===== config.mk =====
export PLATFORM = sky130hd
export DESIGN_NAME = peripheral_subsystem
export DESIGN_NICKNAME = d
export VERILOG_FILES = /design/src/hdl/periph_bus_pkg.sv /design/src/hdl/periph_irq_pkg.sv /design/src/hdl/obi_to_reg.sv /design/src/hdl/reg_demux.sv /design/src/hdl/plic_lite.sv /design/src/hdl/gpio_port.sv /design/src/hdl/mtimer.sv /design/src/hdl/peripheral_subsystem.sv
export SDC_FILE = /design/constraint.sdc
export NUM_CORES = 1
export LEC_CHECK = 0
export BUFFER_PORTS_ARGS = -buffer_cell sky130_fd_sc_hd__clkbuf_2
export CAP_MARGIN = 0
export CORE_UTILIZATION = 43
export DETAILED_ROUTE_END_ITERATION = 12
export GPL_TIMING_DRIVEN = 0
export PLACE_DENSITY = 0.64
export REMOVE_ABC_BUFFERS = 1
export SLEW_MARGIN = 20
export SYNTH_ARGS = -nofsm -noshare
export SYNTH_HDL_FRONTEND = slang
export SYNTH_HIERARCHICAL = 1
export SYNTH_SLANG_ARGS = --single-unit

===== constraint.sdc =====
create_clock -name clk_i -period 44 [get_ports clk_i]
set_input_delay 0 -clock clk_i [delete_from_list [all_inputs] [get_ports clk_i]]
set_output_delay 0 -clock clk_i [all_outputs]
set_load 0.005 [all_outputs]

===== src/hdl/periph_bus_pkg.sv =====
/* OBI and register-bus structs, peripheral address map,
   GPIO and timer register offsets, byte-strobe merge function */

package periph_bus_pkg;

  typedef struct packed {
    logic        req;
    logic        we;
    logic [3:0]  be;
    logic [31:0] addr;
    logic [31:0] wdata;
  } obi_req_t;

  typedef struct packed {
    logic        gnt;
    logic        rvalid;
    logic        err;
    logic [31:0] rdata;
  } obi_resp_t;

  typedef struct packed {
    logic        valid;
    logic        write;
    logic [3:0]  wstrb;
    logic [31:0] addr;
    logic [31:0] wdata;
  } reg_req_t;

  typedef struct packed {
    logic [31:0] rdata;
    logic        error;
  } reg_rsp_t;

  localparam int NUM_PERIPH = 3;
  localparam int PERIPH_SEL_W = 2;
  localparam int PLIC_IDX = 0;
  localparam int GPIO_IDX = 1;
  localparam int TIMER_IDX = 2;

  // Selector in bits 9:8, everything from bit 10 up must be zero
  localparam int ADDR_SEL_LSB = 8;
  localparam int ADDR_UPPER_LSB = 10;

  localparam logic [7:0] GPIO_DIN = 8'h00;
  localparam logic [7:0] GPIO_DOUT = 8'h04;
  localparam logic [7:0] GPIO_OE = 8'h08;
  localparam logic [7:0] GPIO_IE = 8'h0C;
  localparam logic [7:0] GPIO_STATUS = 8'h10;

  localparam logic [7:0] TIMER_MTIME = 8'h00;
  localparam logic [7:0] TIMER_MTIMECMP = 8'h04;
  localparam logic [7:0] TIMER_CTRL = 8'h08;

  function automatic logic [31:0] merge_wstrb(input logic [31:0] old_word,
                                              input logic [31:0] new_word,
                                              input logic [3:0]  wstrb);
    logic [31:0] merged;
    merged = old_word;
    for (int b = 0; b < 4; b++) begin
      if (wstrb[b]) begin
        merged[8*b+:8] = new_word[8*b+:8];
      end
    end
    return merged;
  endfunction

endpackage


===== src/hdl/periph_irq_pkg.sv =====
/* Interrupt source numbering and counts, PLIC register offsets */

package periph_irq_pkg;

  localparam int NUM_UART_INT = 8;
  localparam int NUM_GPIO = 8;
  localparam int NUM_EXT_INT = 4;
  // ID 0 is reserved and tied low
  localparam int NUM_SRC = 1 + NUM_UART_INT + NUM_GPIO + NUM_EXT_INT;

  localparam int UART_BASE = 1;
  localparam int GPIO_BASE = UART_BASE + NUM_UART_INT;
  localparam int EXT_BASE = GPIO_BASE + NUM_GPIO;

  localparam int PRIO_W = 3;
  localparam int SRC_ID_W = 5;

  // Priority of source n sits at word n
  localparam logic [7:0] PLIC_ENABLE = 8'h80;
  localparam logic [7:0] PLIC_PENDING = 8'h84;
  localparam logic [7:0] PLIC_THRESHOLD = 8'h88;
  localparam logic [7:0] PLIC_CLAIM = 8'h8C;
  localparam logic [7:0] PLIC_MSIP = 8'h90;

endpackage


===== src/hdl/obi_to_reg.sv =====
/* OBI slave to internal register bus bridge, one response stage */

`timescale 1ns/1ps

module obi_to_reg
  import periph_bus_pkg::*;
(
  input  logic      clk_i,
  input  logic      reset_i,
  input  obi_req_t  obi_req_i,
  output obi_resp_t obi_resp_o,
  output reg_req_t  reg_req_o,
  input  reg_rsp_t  reg_rsp_i
);

  logic        rvalid_q;
  logic        err_q;
  logic [31:0] rdata_q;

  // Every request is accepted in its own cycle
  assign reg_req_o.valid = obi_req_i.req;
  assign reg_req_o.write = obi_req_i.we;
  assign reg_req_o.wstrb = obi_req_i.be;
  assign reg_req_o.addr  = obi_req_i.addr;
  assign reg_req_o.wdata = obi_req_i.wdata;

  always_ff @(posedge clk_i) begin
    if (reset_i) begin
      rvalid_q <= 1'b0;
      err_q    <= 1'b0;
    end else begin
      rvalid_q <= obi_req_i.req;
      err_q    <= obi_req_i.req & reg_rsp_i.error;
    end
  end

  // Read data captured in the grant cycle
  always_ff @(posedge clk_i) begin
    if (obi_req_i.req) begin
      rdata_q <= reg_rsp_i.rdata;
    end
  end

  assign obi_resp_o.gnt    = obi_req_i.req;
  assign obi_resp_o.rvalid = rvalid_q;
  assign obi_resp_o.err    = err_q;
  assign obi_resp_o.rdata  = rdata_q;

endmodule


===== src/hdl/reg_demux.sv =====
/* Register bus address decoder and demux to the peripheral ports */

`timescale 1ns/1ps

module reg_demux
  import periph_bus_pkg::*;
(
  input  reg_req_t                  req_i,
  output reg_rsp_t                  rsp_o,
  output reg_req_t [NUM_PERIPH-1:0] periph_req_o,
  input  reg_rsp_t [NUM_PERIPH-1:0] periph_rsp_i
);

  logic [PERIPH_SEL_W-1:0] sel;
  logic                    upper_zero;
  logic                    mapped;

  assign sel        = req_i.addr[ADDR_SEL_LSB+:PERIPH_SEL_W];
  assign upper_zero = (req_i.addr[31:ADDR_UPPER_LSB] == '0);
  assign mapped     = upper_zero && (sel < PERIPH_SEL_W'(NUM_PERIPH));

  // Same payload everywhere, valid only on the selected port
  always_comb begin
    for (int i = 0; i < NUM_PERIPH; i++) begin
      periph_req_o[i]       = req_i;
      periph_req_o[i].valid = req_i.valid && mapped && (sel == PERIPH_SEL_W'(i));
    end
  end

  always_comb begin
    rsp_o.rdata = '0;
    rsp_o.error = 1'b1;
    for (int i = 0; i < NUM_PERIPH; i++) begin
      if (mapped && (sel == PERIPH_SEL_W'(i))) begin
        rsp_o = periph_rsp_i[i];
      end
    end
  end

endmodule


===== src/hdl/plic_lite.sv =====
/* Small PLIC: level gateways, per-source priority, enable mask,
   threshold, claim/complete and software interrupt bit */

`timescale 1ns/1ps

module plic_lite
  import periph_bus_pkg::*;
  import periph_irq_pkg::*;
(
  input  logic               clk_i,
  input  logic               reset_i,
  input  reg_req_t           reg_req_i,
  output reg_rsp_t           reg_rsp_o,
  input  logic [NUM_SRC-1:0] intr_src_i,
  output logic               irq_o,
  output logic               msip_o
);

  logic [NUM_SRC-1:0][PRIO_W-1:0] prio_q;
  logic [NUM_SRC-1:0]             enable_q;
  logic [NUM_SRC-1:0]             pending_q;
  logic [NUM_SRC-1:0]             in_service_q;
  logic [PRIO_W-1:0]              threshold_q;
  logic                           msip_q;

  logic [5:0]          word;
  logic [31:0]         rdata;
  logic [31:0]         wr_data;
  logic                wr_en;
  logic                claim_rd;
  logic                complete_wr;
  logic [SRC_ID_W-1:0] best_id;
  logic [PRIO_W-1:0]   best_prio;

  assign word = reg_req_i.addr[7:2];

  // Strict compare keeps the lowest ID on a tie
  always_comb begin
    best_id   = '0;
    best_prio = threshold_q;
    for (int i = 1; i < NUM_SRC; i++) begin
      if (pending_q[i] && enable_q[i] && (prio_q[i] > best_prio)) begin
        best_id   = SRC_ID_W'(i);
        best_prio = prio_q[i];
      end
    end
  end

  always_comb begin
    rdata = '0;
    if (word < 6'(NUM_SRC)) begin
      rdata[PRIO_W-1:0] = prio_q[word];
    end else if (word == PLIC_ENABLE[7:2]) begin
      rdata[NUM_SRC-1:0] = enable_q;
    end else if (word == PLIC_PENDING[7:2]) begin
      rdata[NUM_SRC-1:0] = pending_q;
    end else if (word == PLIC_THRESHOLD[7:2]) begin
      rdata[PRIO_W-1:0] = threshold_q;
    end else if (word == PLIC_CLAIM[7:2]) begin
      rdata[SRC_ID_W-1:0] = best_id;
    end else if (word == PLIC_MSIP[7:2]) begin
      rdata[0] = msip_q;
    end
  end

  assign wr_data     = merge_wstrb(rdata, reg_req_i.wdata, reg_req_i.wstrb);
  assign wr_en       = reg_req_i.valid & reg_req_i.write;
  assign claim_rd    = reg_req_i.valid & ~reg_req_i.write & (word == PLIC_CLAIM[7:2]) &
                       (best_id != '0);
  assign complete_wr = wr_en & (word == PLIC_CLAIM[7:2]);

  always_ff @(posedge clk_i) begin
    if (reset_i) begin
      prio_q       <= '0;
      enable_q     <= '0;
      pending_q    <= '0;
      in_service_q <= '0;
      threshold_q  <= '0;
      msip_q       <= 1'b0;
    end else begin
      // Source 0 is never written, its entries stay zero
      for (int i = 1; i < NUM_SRC; i++) begin
        if (wr_en && (word == 6'(i))) begin
          prio_q[i] <= wr_data[PRIO_W-1:0];
        end
        if (claim_rd && (best_id == SRC_ID_W'(i))) begin
          pending_q[i]    <= 1'b0;
          in_service_q[i] <= 1'b1;
        end else begin
          if (intr_src_i[i] && !in_service_q[i]) begin
            pending_q[i] <= 1'b1;
          end
          if (complete_wr && (wr_data[SRC_ID_W-1:0] == SRC_ID_W'(i))) begin
            in_service_q[i] <= 1'b0;
          end
        end
      end
      if (wr_en && (word == PLIC_ENABLE[7:2])) begin
        enable_q <= wr_data[NUM_SRC-1:0];
      end
      if (wr_en && (word == PLIC_THRESHOLD[7:2])) begin
        threshold_q <= wr_data[PRIO_W-1:0];
      end
      if (wr_en && (word == PLIC_MSIP[7:2])) begin
        msip_q <= wr_data[0];
      end
    end
  end

  assign reg_rsp_o.rdata = rdata;
  assign reg_rsp_o.error = 1'b0;
  assign irq_o           = (best_id != '0);
  assign msip_o          = msip_q;

endmodule


===== src/hdl/gpio_port.sv =====
/* GPIO block: data out, output enable, input synchronizer,
   rising-edge status with write-1-to-clear and per-pin interrupts */

`timescale 1ns/1ps

module gpio_port
  import periph_bus_pkg::*;
  import periph_irq_pkg::*;
(
  input  logic                clk_i,
  input  logic                reset_i,
  input  reg_req_t            reg_req_i,
  output reg_rsp_t            reg_rsp_o,
  input  logic [NUM_GPIO-1:0] gpio_i,
  output logic [NUM_GPIO-1:0] gpio_o,
  output logic [NUM_GPIO-1:0] gpio_en_o,
  output logic [NUM_GPIO-1:0] intr_o
);

  logic [NUM_GPIO-1:0] sync_q1, sync_q2, sync_prev_q;
  logic [NUM_GPIO-1:0] out_q, oe_q, ie_q, status_q;
  logic [NUM_GPIO-1:0] rise;
  logic [5:0]          word;
  logic [31:0]         rdata;
  logic [31:0]         wr_data;
  logic [31:0]         clr_mask;
  logic                wr_en;

  assign word  = reg_req_i.addr[7:2];
  assign wr_en = reg_req_i.valid & reg_req_i.write;
  assign rise  = sync_q2 & ~sync_prev_q;

  always_comb begin
    rdata = '0;
    case (word)
      GPIO_DIN[7:2]:    rdata[NUM_GPIO-1:0] = sync_q2;
      GPIO_DOUT[7:2]:   rdata[NUM_GPIO-1:0] = out_q;
      GPIO_OE[7:2]:     rdata[NUM_GPIO-1:0] = oe_q;
      GPIO_IE[7:2]:     rdata[NUM_GPIO-1:0] = ie_q;
      GPIO_STATUS[7:2]: rdata[NUM_GPIO-1:0] = status_q;
      default:          rdata = '0;
    endcase
  end

  assign wr_data  = merge_wstrb(rdata, reg_req_i.wdata, reg_req_i.wstrb);
  // Only strobed bytes can clear status
  assign clr_mask = merge_wstrb('0, reg_req_i.wdata, reg_req_i.wstrb);

  always_ff @(posedge clk_i) begin
    if (reset_i) begin
      sync_q1     <= '0;
      sync_q2     <= '0;
      sync_prev_q <= '0;
      out_q       <= '0;
      oe_q        <= '0;
      ie_q        <= '0;
      status_q    <= '0;
    end else begin
      sync_q1     <= gpio_i;
      sync_q2     <= sync_q1;
      sync_prev_q <= sync_q2;
      if (wr_en && (word == GPIO_DOUT[7:2])) out_q <= wr_data[NUM_GPIO-1:0];
      if (wr_en && (word == GPIO_OE[7:2])) oe_q <= wr_data[NUM_GPIO-1:0];
      if (wr_en && (word == GPIO_IE[7:2])) ie_q <= wr_data[NUM_GPIO-1:0];
      if (wr_en && (word == GPIO_STATUS[7:2])) begin
        status_q <= (status_q & ~clr_mask[NUM_GPIO-1:0]) | rise;
      end else begin
        status_q <= status_q | rise;
      end
    end
  end

  assign reg_rsp_o.rdata = rdata;
  assign reg_rsp_o.error = 1'b0;
  assign gpio_o          = out_q;
  assign gpio_en_o       = oe_q;
  assign intr_o          = status_q & ie_q;

endmodule


===== src/hdl/mtimer.sv =====
/* Machine timer: free-running mtime, mtimecmp and registered compare interrupt */

`timescale 1ns/1ps

module mtimer
  import periph_bus_pkg::*;
(
  input  logic     clk_i,
  input  logic     reset_i,
  input  reg_req_t reg_req_i,
  output reg_rsp_t reg_rsp_o,
  output logic     intr_o
);

  logic [31:0] mtime_q;
  logic [31:0] mtimecmp_q;
  logic        enable_q;
  logic        intr_q;
  logic [5:0]  word;
  logic [31:0] rdata;
  logic [31:0] wr_data;
  logic        wr_en;

  assign word  = reg_req_i.addr[7:2];
  assign wr_en = reg_req_i.valid & reg_req_i.write;

  always_comb begin
    rdata = '0;
    case (word)
      TIMER_MTIME[7:2]:    rdata = mtime_q;
      TIMER_MTIMECMP[7:2]: rdata = mtimecmp_q;
      TIMER_CTRL[7:2]:     rdata[0] = enable_q;
      default:             rdata = '0;
    endcase
  end

  assign wr_data = merge_wstrb(rdata, reg_req_i.wdata, reg_req_i.wstrb);

  always_ff @(posedge clk_i) begin
    if (reset_i) begin
      mtime_q    <= '0;
      mtimecmp_q <= '1;
      enable_q   <= 1'b0;
      intr_q     <= 1'b0;
    end else begin
      // A software write wins over the increment
      if (wr_en && (word == TIMER_MTIME[7:2])) begin
        mtime_q <= wr_data;
      end else if (enable_q) begin
        mtime_q <= mtime_q + 32'd1;
      end
      if (wr_en && (word == TIMER_MTIMECMP[7:2])) mtimecmp_q <= wr_data;
      if (wr_en && (word == TIMER_CTRL[7:2])) enable_q <= wr_data[0];
      intr_q <= (mtime_q >= mtimecmp_q);
    end
  end

  assign reg_rsp_o.rdata = rdata;
  assign reg_rsp_o.error = 1'b0;
  assign intr_o          = intr_q;

endmodule


===== src/hdl/peripheral_subsystem.sv =====
/* Peripheral subsystem top: OBI bridge, register demux, PLIC, GPIO and timer */

`timescale 1ns/1ps

module peripheral_subsystem
  import periph_bus_pkg::*;
  import periph_irq_pkg::*;
(
  input  logic                    clk_i,
  input  logic                    reset_i,
  input  obi_req_t                slave_req_i,
  output obi_resp_t               slave_resp_o,
  input  logic [NUM_UART_INT-1:0] uart_intr_i,
  input  logic [NUM_EXT_INT-1:0]  ext_intr_i,
  output logic                    irq_plic_o,
  output logic                    msip_o,
  input  logic [NUM_GPIO-1:0]     cio_gpio_i,
  output logic [NUM_GPIO-1:0]     cio_gpio_o,
  output logic [NUM_GPIO-1:0]     cio_gpio_en_o,
  output logic                    timer_intr_o
);

  reg_req_t                  bridge_req;
  reg_rsp_t                  bridge_rsp;
  reg_req_t [NUM_PERIPH-1:0] periph_req;
  reg_rsp_t [NUM_PERIPH-1:0] periph_rsp;
  logic [NUM_SRC-1:0]        intr_src;
  logic [NUM_GPIO-1:0]       gpio_intr;

  // ID 0 means no interrupt and stays low
  assign intr_src[0]                          = 1'b0;
  assign intr_src[UART_BASE+:NUM_UART_INT]    = uart_intr_i;
  assign intr_src[GPIO_BASE+:NUM_GPIO]        = gpio_intr;
  assign intr_src[EXT_BASE+:NUM_EXT_INT]      = ext_intr_i;

  obi_to_reg u_obi_to_reg (
    .clk_i     (clk_i),
    .reset_i   (reset_i),
    .obi_req_i (slave_req_i),
    .obi_resp_o(slave_resp_o),
    .reg_req_o (bridge_req),
    .reg_rsp_i (bridge_rsp)
  );

  reg_demux u_reg_demux (
    .req_i       (bridge_req),
    .rsp_o       (bridge_rsp),
    .periph_req_o(periph_req),
    .periph_rsp_i(periph_rsp)
  );

  plic_lite u_plic (
    .clk_i     (clk_i),
    .reset_i   (reset_i),
    .reg_req_i (periph_req[PLIC_IDX]),
    .reg_rsp_o (periph_rsp[PLIC_IDX]),
    .intr_src_i(intr_src),
    .irq_o     (irq_plic_o),
    .msip_o    (msip_o)
  );

  gpio_port u_gpio (
    .clk_i    (clk_i),
    .reset_i  (reset_i),
    .reg_req_i(periph_req[GPIO_IDX]),
    .reg_rsp_o(periph_rsp[GPIO_IDX]),
    .gpio_i   (cio_gpio_i),
    .gpio_o   (cio_gpio_o),
    .gpio_en_o(cio_gpio_en_o),
    .intr_o   (gpio_intr)
  );

  mtimer u_mtimer (
    .clk_i    (clk_i),
    .reset_i  (reset_i),
    .reg_req_i(periph_req[TIMER_IDX]),
    .reg_rsp_o(periph_rsp[TIMER_IDX]),
    .intr_o   (timer_intr_o)
  );

endmodule


==> out/results.txt, run 1 <==
IO Port Bufs: 143
Worst Path Buf+Inv: 3
H-Tree Depth: 2
Core Area: 45,700 um^2
cell family with most CP delay: compound AO/OA/AOI/OAI gates
Post-Route WL: 61.5 mm
post-DP HPWL: 44.4 mm
Final #Nets: 2,481
max-slew violation count: 0
met1 wire length: 27.0 mm
Final min period: 32,190 ps
hold depth: 3
area delta synth->final: 8.04%
Worst Setup Path Type: reg -> reg
vias in the first global route: 16,600
minimum hold slack: 27.9 ps
leak pwr: 8.43 nW
max-cap viol count: 0
slowest stage delay, CP: 880 ps
R2R Setup Slk: 11,810 ps
final worst slack: 11,810 ps
synthesized area per cell: 8.45 um^2
largest net degree at the start of global routing: 104
reg2reg end: u_plic/in_service_q[10]$_SDFFE_PP0P_
YS warnings: 6
RSZ-0062 raised after global routing: false
clk sinks: 281
fin cells: 2,955
Worst EP arrival: 32,610 ps
crit-path max FO: 18
Die Y: 218 um
Total GRT Usage: 0.255
TritonCTS clock tree: built
initial antenna violation count: 0
Fin Setup TNS: 0 ps
clock-pin slew on the worst setup and hold paths: 60 ps
first-pass GRT wire length: 94.8 mm
ANT cells: 0
status: finished, final reports clean
Max clock buf depth: 3
IO Pins: 146
CTS root buf: clkbuf_16
Worst setup EP type: flip-flop
later-pin clock latency in the skew report: 550 ps
Slowest-stage cell, CP: o2111ai_1
placement-stage worst setup slack: 12,440 ps
WL met2: 28.7 mm
Critical Path Source Type: flip-flop
Starting Density: 0.438
vias per inst: 5.98
Final Hold Viols: 0
Fill cells: 4,413
DP Cell Count: 2,837
TritonRoute pass-1 iters: 5
worst relative slew slack: 0.256
Hold Crit Start: slave_req_i[67]
Routed met3 length: 3.85 mm
DR WL/cell: 20.8 um
Post-Route Skew: 19.9 ps
antenna viol nets, final: 0
Setup-failing EPs final: 0
Synth Cell Area: 20,000 um^2
Worst Tran Pin Value: 1110 ps
Post-route DRC: 0
reg-to-reg startpoint: u_plic/threshold_q[2]$_SDFFE_PP0P_
f_max: 31.1 MHz
1st-iter DRT viols: 1,487
Num CTS Buffers: 34
RePlAce Congestion: 0.928
most used cell along the critical path: nor2_1
die area: 47,400 um^2
post-synthesis cell count: 2,369
Setup Buffers After CTS: 0
DR vias: 17,700
Hold Path End: u_mtimer/mtimecmp_q[26]$_SDFFE_PP1P_
highest routed metal layer: met4
ratio of cells with drive above 1 in the final layout: 0.158
remaining global-route overflow: 0
pwr dens: 27.8 nW/um^2
Worst Hold Class: in -> reg
Worst EP required: 44,420 ps
reg2reg path depth: 145
row cnt: 78
Die Wd: 218 um
Worst VDD drop: 0.0258 mV
final worst-path cycle share: 0.731
registers in the layout, summed over array words and instances, names as in the netlist:
| register | count |
|---|---|
| u_obi_to_reg/rdata_q | 32 |
| u_plic/prio_q | 60 |
| u_gpio/status_q | 8 |
| u_plic/pending_q | 20 |
| u_plic/enable_q | 21 |
| u_mtimer/mtimecmp_q | 32 |
| u_obi_to_reg/rvalid_q | 1 |
| u_mtimer/enable_q | 1 |
| u_gpio/ie_q | 8 |
| u_gpio/sync_q2 | 8 |
| u_gpio/gpio_o | 8 |
| u_plic/threshold_q | 3 |
| u_gpio/sync_q1 | 8 |
| u_mtimer/mtime_q | 32 |
| u_obi_to_reg/err_q | 1 |
| u_gpio/sync_prev_q | 8 |
| u_plic/in_service_q | 20 |
| u_plic/msip_o | 1 |
| u_mtimer/intr_o | 1 |
| u_gpio/gpio_en_o | 8 |
worst register-to-register path: cells and delay by family, from the launching register on:
kind            cells  cell delay, ps
flops               1             470
mux                 9            3200
buf+inv             3             720
compound gates     60           13190
fa+ha+maj          23            6500
simple gates       50            8000
worst max path at each step:
stage,startpoint,slack (ps),end,depth (start not counted)
final,u_plic/threshold_q[2]$_SDFFE_PP0P_,11810,u_plic/in_service_q[10]$_SDFFE_PP0P_,145
after global routing,u_plic/threshold_q[2]$_SDFFE_PP0P_,9510,u_plic/in_service_q[10]$_SDFFE_PP0P_,145
after CTS,u_plic/threshold_q[2]$_SDFFE_PP0P_,12270,u_plic/in_service_q[10]$_SDFFE_PP0P_,144
after detailed placement,u_plic/threshold_q[2]$_SDFFE_PP0P_,12440,u_plic/in_service_q[19]$_SDFFE_PP0P_,144
after global placement,u_plic/threshold_q[2]$_SDFFE_PP0P_,11710,u_plic/in_service_q[12]$_SDFFE_PP0P_,141
after floorplan,u_plic/threshold_q[2]$_SDFFE_PP0P_,16360,u_plic/in_service_q[12]$_SDFFE_PP0P_,141
report_power, final:
group	internal (mW)	switching (mW)	total [mW]
combinational	0.0201	0.0312	0.0514
clock	0.170	0.114	0.284
sequential	0.263	0.00282	0.265
total	0.453	0.148	0.601
stage by stage:
step / total power, mW / util / cell area [um^2]
2_1_floorplan: 0.289 / - / 18000
3_3_place_gp: 0.314 / 0.427 / 19500
3_5_place_dp: 0.318 / 0.437 / 20000
4_1_cts: 0.607 / 0.474 / 21600
5_1_grt: 0.621 / 0.474 / 21600
6_report: 0.601 / 0.474 / 21600
cells in the final DEF, fill, tap and decap left out, types with 29 or more instances in the layout:
master	count
nor2b_1	37
dfxtp_1	249
nor3_1	39
a22o_1	50
dlygate4sd3_1	57
nor3_2	32
conb_1	38
nor2_1	160
a211oi_1	79
inv_1	108
clkbuf_16	35
a2bb2oi_1	41
and2_1	32
clkbuf_2	138
ha_1	59
mux2i_1	113
nand2b_1	60
nand3_1	95
nand4_1	29
nand2_1	166
a21oi_1	180
o21ai_0	75
edfxtp_1	32
per-layer routing:
metal  vias up  GRT usage
li1       8358          -
met1      8529      0.337
met2       665      0.423
met3       110     0.0358
met4         0     0.0883
met5         -          0
layout make-up:
class	count	area, um^2	share of cell area
Clock buffer	52	970	0.0448
Inverter	111	417	0.0193
Tap cell	600	751	0.0347
Clock inverter	9	126	0.00584
Multi-Input combinational cell	1677	11700	0.542
Timing Repair Buffer	225	1690	0.0783
Sequential cell	281	5950	0.275
what timing repair did:
action	4_1_cts	5_1_grt
hold buffers	57	0
resized for setup	0	0
hold endpoints to repair	129	0
(Power assumes the default switching activity.)
==> run 2: changes to the inputs <==
Settings changed: PLACE_DENSITY 0.64 to 0.66.
Clock period 44 ns to 27 ns, I/O delays scaled along.
==> run 2 against run 1 <==
Compared with the run above:
- the run now ends with setup timing left
- core utilization rose by 5.5 points
- hold slack gained 8.1 ps
- global-route usage rose by 0.35 points
- critical endpoint is now u_obi_to_reg/rdata_q[3]$_DFFE_PP_
- cell count grew 4.3%
- via count increased by 6.9%
- cell area rose by 12%
- sequential power rose by 63%
- clock-buffer cell count fell by 4
- setup slack got worse by 12000 ps
- maximum frequency is 18% higher
- sequential share of layout area is 2.8 points lower
- clock skew decreased by 5.1 ps
==> out/results.txt, run 2 (synthesis results as in run 1) <==
Util after Layout: 0.529
reg2reg path depth: 146
most flop-heavy register: u_plic/prio_q
later-pin clock latency in the skew report: 550 ps
worst relative slew slack: 0.0663
Worst Hold Class: in -> reg
commonest non-fill, non-tap cells in the layout: dfxtp_1 (245), a21oi_1 (159), nand2_1 (156), clkbuf_2 (139), nor2_1 (129)
fin cells: 3,082
clock-pin slew on the worst setup and hold paths: 60 ps
TritonCTS clock tree: built
Final Hold Viols: 0
TritonRoute pass-1 iters: 6
status: finished, violations left
Max clock buf depth: 3
ratio of cells with drive above 1 in the final layout: 0.285
failing checks: setup timing
Fin Setup TNS: -5810 ps
Worst EP arrival: 27,530 ps
Finished Cell Area: 24,200 um^2
slowest stage delay, CP: 570 ps
Tot Pwr: 984 uW
Num CTS Buffers: 34
Placed Area: 19,900 um^2
Slowest-stage cell, CP: or4_4
post-DP HPWL: 44.0 mm
area delta synth->final: 20.6%
DR WL/cell: 21.6 um
Die Y: 218 um
R2R Setup Slk: -260 ps
commonest non-fill, non-tap cell in the layout: dfxtp_1
remaining global-route overflow: 0
Post-route DRC: 0
clk sinks: 281
row cnt: 78
Hold Path End: u_mtimer/mtime_q[27]$_SDFFE_PP0P_
Starting Density: 0.438
final worst slack: -261 ps
leak pwr: 9.33 nW
DP Cell Count: 2,835
RePlAce Congestion: 0.931
Worst Tran Pin Value: 1400 ps
Setup-failing EPs final: 56
Total GRT Usage: 0.258
Core Area: 45,700 um^2
Worst setup EP type: flip-flop
Die Wd: 218 um
Worst EP required: 27,270 ps
placement-stage worst setup slack: -4680 ps
pwr dens: 40.7 nW/um^2
minimum hold slack: 36.1 ps
DR vias: 18,900
reg-to-reg startpoint: u_plic/prio_q[5]$_SDFFE_PP0P_
Worst Setup Path Type: reg -> reg
vias per inst: 6.13
reg2reg end: u_obi_to_reg/rdata_q[3]$_DFFE_PP_
largest net degree at the start of global routing: 100
vias in the first global route: 17,100
max-cap viol count: 0
hold depth: 3
CTS root buf: clkbuf_16
RSZ-0062 raised after global routing: true
Final min period: 27,260 ps
initial antenna violation count: 1
max-slew violation count: 0
die area: 47,400 um^2
IO Port Bufs: 143
Post-Route WL: 66.5 mm
Critical Path Source Type: flip-flop
Worst VDD drop: 0.0399 mV
first-pass GRT wire length: 96.6 mm
Final #Nets: 2,608
most used cell along the critical path: ha_4
antenna viol nets, final: 0
final worst-path cycle share: 1.01
Post-Route Skew: 14.8 ps
IO Pins: 146
crit-path max FO: 7
1st-iter DRT viols: 2,044
f_max: 36.7 MHz
H-Tree Depth: 2
max reg flops: 60
Hold Crit Start: slave_req_i[67]
-- run 2: cell count changes in the layout (fill, tap and decap cells not counted), moves of 15 or more --
cell and delta:
a211oi_1 -25, a211oi_2 +24, a21oi_1 -21, a21oi_2 +20
buf_4 +93, buf_6 +26, nand3_1 -15, nor2_1 -31
nor2_4 +17
-- run 2: worst max-delay path, delay by kind of cell (launching register included) --
family,cells,cell delay [ps]
simple gates,51,6370
fa+ha+maj,23,6450
flops,1,490
buf+inv,2,340
mux,10,3100
compound gates,60,10130
-- run 2: how the worst max path moves through the flow --
| stage | startpoint | to | slack, ps |
|---|---|---|---|
| 6_report | u_plic/prio_q[5]$_SDFFE_PP0P_ | u_obi_to_reg/rdata_q[3]$_DFFE_PP_ | -260 |
| 4_1_cts | u_plic/threshold_q[1]$_SDFFE_PP0P_ | u_plic/in_service_q[8]$_SDFFE_PP0P_ | -530 |
| 3_5_place_dp | u_plic/threshold_q[2]$_SDFFE_PP0P_ | u_plic/in_service_q[2]$_SDFFE_PP0P_ | -4680 |
| 3_3_place_gp | u_plic/threshold_q[2]$_SDFFE_PP0P_ | u_plic/in_service_q[12]$_SDFFE_PP0P_ | -5100 |
| 2_1_floorplan | u_plic/threshold_q[2]$_SDFFE_PP0P_ | u_plic/in_service_q[12]$_SDFFE_PP0P_ | -640 |
| 5_1_grt | u_plic/threshold_q[2]$_SDFFE_PP0P_ | u_plic/in_service_q[12]$_SDFFE_PP0P_ | -1160 |
-- run 2: final cells by class --
type                    count  area, um^2
diodes                      1        2.50
clock buffers              48         985
clock inverters            12        66.3
flip-flops and latches    281        5960
well taps                 600         751
multi-input cells        1679       13100
fillers                  4084       21500
inverters                 111         453
repair buffers            350        2820
-- run 2: timing repair --
action / in CTS / in global routing
endpoints found under the hold margin: 141 / 11
pin swaps: 22 / 150
gates resized for setup: 71 / 271
buffers inserted: 24 / 102
hold buffers: 56 / 1
cloned: 0 / 2
setup endpoints to repair: 114 / 114
-- run 2: report_power, final --
group | internal, mW | leakage [nW] | switching (mW) | total (mW)
combinational | 0.0452 | 6.45 | 0.0608 | 0.106
clock | 0.254 | 0.527 | 0.191 | 0.445
sequential | 0.428 | 2.35 | 0.00477 | 0.432
-- run 2: layer usage --
metal,routed length [um],share of wire,vias to the layer above,GRT usage
met5,0,0,-,0
met2,31400,0.47,927,0.425
li1,-,-,8628,-
met3,5240,0.079,162,0.0350
met4,2710,0.041,0,0.110
met1,27100,0.41,9161,0.338
==> run 3: changes to the inputs <==
Settings changed: CELL_PAD_IN_SITES_DETAIL_PLACEMENT set to 1, CELL_PAD_IN_SITES_GLOBAL_PLACEMENT set to 2, CORE_UTILIZATION 43 to 34, PLACE_DENSITY 0.66 to 0.81.
==> run 3 against run 2 <==
Compared with the run above:
- the flow finishes with violations (capacitance limit, slew limit, setup timing)
- maximum frequency rose by 0.42%
- first-iteration DRC count fell by 47%
- sequential power barely moved
- cell count rose by 5.4%
- core utilization fell by 10 points
- critical path type unchanged
- largest power group unchanged
- highest routed layer unchanged
==> out/results.txt, run 3 (synthesis results as in run 1) <==
R2R Setup Slk: -150 ps
Num CTS Buffers: 36
worst relative slew slack: -0.0163
Fill cells: 6,626
Core Area: 57,900 um^2
CTS root buf: clkbuf_16
DR vias: 18,900
Setup-failing EPs final: 23
Final min period: 27,150 ps
max-slew violation count: 11
slowest stage delay, CP: 520 ps
pwr dens: 43.4 nW/um^2
Worst Tran Pin Value: 1520 ps
row cnt: 88
Final Hold Viols: 0
Worst setup EP type: flip-flop
RSZ-0062 raised after global routing: true
Die Wd: 245 um
commonest non-fill, non-tap cell in the layout: dfxtp_1
clock-pin slew on the worst setup and hold paths: 60 ps
die area: 59,900 um^2
Max clock buf depth: 3
TritonRoute pass-1 iters: 7
Slowest-stage cell, CP: or4_4
first-pass GRT wire length: 111 mm
Final #Nets: 2,608
final worst slack: -146 ps
antenna viol nets, final: 0
Die Y: 245 um
most used cell along the critical path: ha_4
reg2reg path depth: 150
max reg flops: 60
f_max: 36.8 MHz
hold depth: 3
DR WL/cell: 23.6 um
Post-Route Skew: 29.8 ps
multi-input logic area: 13,300 um^2
Post-Route WL: 76.8 mm
Tot Pwr: 1.07 mW
initial antenna violation count: 0
area delta synth->final: 23.7%
vias in the first global route: 18,900
H-Tree Depth: 2
Worst Hold Class: in -> reg
critical path depth in cells: 150
Placed Area: 20,100 um^2
failing checks: capacitance limit, slew limit, setup timing
remaining global-route overflow: 0
Finished Cell Area: 24,800 um^2
post-DP HPWL: 51.2 mm
commonest non-fill, non-tap cells in the layout: dfxtp_1 (245), a21oi_1 (158), nand2_1 (156), clkbuf_2 (138), nor2_1 (124)
Starting Density: 0.346
Post-route DRC: 0
status: finished, violations left
largest net degree at the start of global routing: 106
cell family with most CP delay: compound AO/OA/AOI/OAI gates
IO Port Bufs: 143
Worst Setup Path Type: reg -> reg
Reg area: 5950 um^2
most flop-heavy register: u_plic/prio_q
final worst-path cycle share: 1.01
max-cap viol count: 1
later-pin clock latency in the skew report: 560 ps
Total GRT Usage: 0.237
vias per inst: 5.81
Critical Path Source Type: flip-flop
crit-path max FO: 8
1st-iter DRT viols: 1,085
clk sinks: 281
TritonCTS clock tree: built
IO Pins: 146
ratio of cells with drive above 1 in the final layout: 0.294
Worst Path Buf+Inv: 7
leak pwr: 9.46 nW
RePlAce Congestion: 0.847
Worst EP arrival: 27,550 ps
Worst EP required: 27,410 ps
Worst VDD drop: 0.0442 mV
==> run 3: cell count changes in the layout (fill, tap and decap cells not counted), sizes merged <==
| cell | delta |
|---|---|
| o21a | -2 |
| clkinvlp | -1 |
| bufinv | +6 |
| buf | +3 |
| dlygate4sd3 | -4 |
| clkbuf | -1 |
==> run 3: power breakdown <==
part	switching, mW	internal [mW]	total [mW]
combinational	0.0633	0.0436	0.107
sequential	0.00484	0.428	0.433
clock	0.203	0.331	0.535
total	0.271	0.803	1.07
==> run 3: final cells by class <==
cell class	count	area share
multi-input cells	1677	0.535
clock buffers	46	0.0421
flip-flops and latches	281	0.240
well taps	765	0.0386
diodes	1	0.000101
clock inverters	17	0.0103
inverters	111	0.0182
repair buffers	350	0.115
==> run 3: per-stage QoR <==
| step | cells | TNS [ps] | worst slack, ps | util | hold slack (ps) |
|---|---|---|---|---|---|
| global route | 3247 | -103320 | -1240 | 0.428 | 34.6 |
| global placement | 2977 | -538650 | -5960 | 0.340 | 212 |
| floorplan | 2069 | -24350 | -636 | - | 0 |
| finish | 3248 | -1840 | -146 | 0.428 | 44.1 |
| CTS | 3169 | 0 | 5.54 | 0.396 | 9.63 |
| detailed placement | 3001 | -571070 | -5800 | 0.348 | 217 |
==> run 3: tightest hold or removal path, cell delays in order <==
cell,delay [ps]
clkbuf_2,230
mux2i_1,210
o22ai_1,120
==> run 3: final timing paths <==
| kind | end | start |
|---|---|---|
| max | u_plic/in_service_q[13]$_SDFFE_PP0P_ | u_plic/threshold_q[1]$_SDFFE_PP0P_ |
| min | u_mtimer/mtime_q[27]$_SDFFE_PP0P_ | slave_req_i[67] |
| max reg2reg | u_plic/in_service_q[13]$_SDFFE_PP0P_ | u_plic/threshold_q[1]$_SDFFE_PP0P_ |
| min reg2reg | u_gpio/sync_q2[6]$_SDFF_PP0_ | u_gpio/sync_q1[6]$_SDFF_PP0_ |
==> run 3: metal layers <==
layer,GRT usage,up-vias,share of wire
met5,0,-,0
met4,0.0982,0,0.044
met3,0.0243,173,0.042
met2,0.414,558,0.49
met1,0.296,9524,0.42
li1,-,8618,-
==> run 3: timing repair <==
item	4_1_cts	5_1_grt
endpoints found under the setup margin	114	114
hold buffers	53	0
endpoints found under the hold margin	153	0
pin swaps	44	155
gates cloned	0	3
gates resized for setup	124	240
setup buffers	52	77
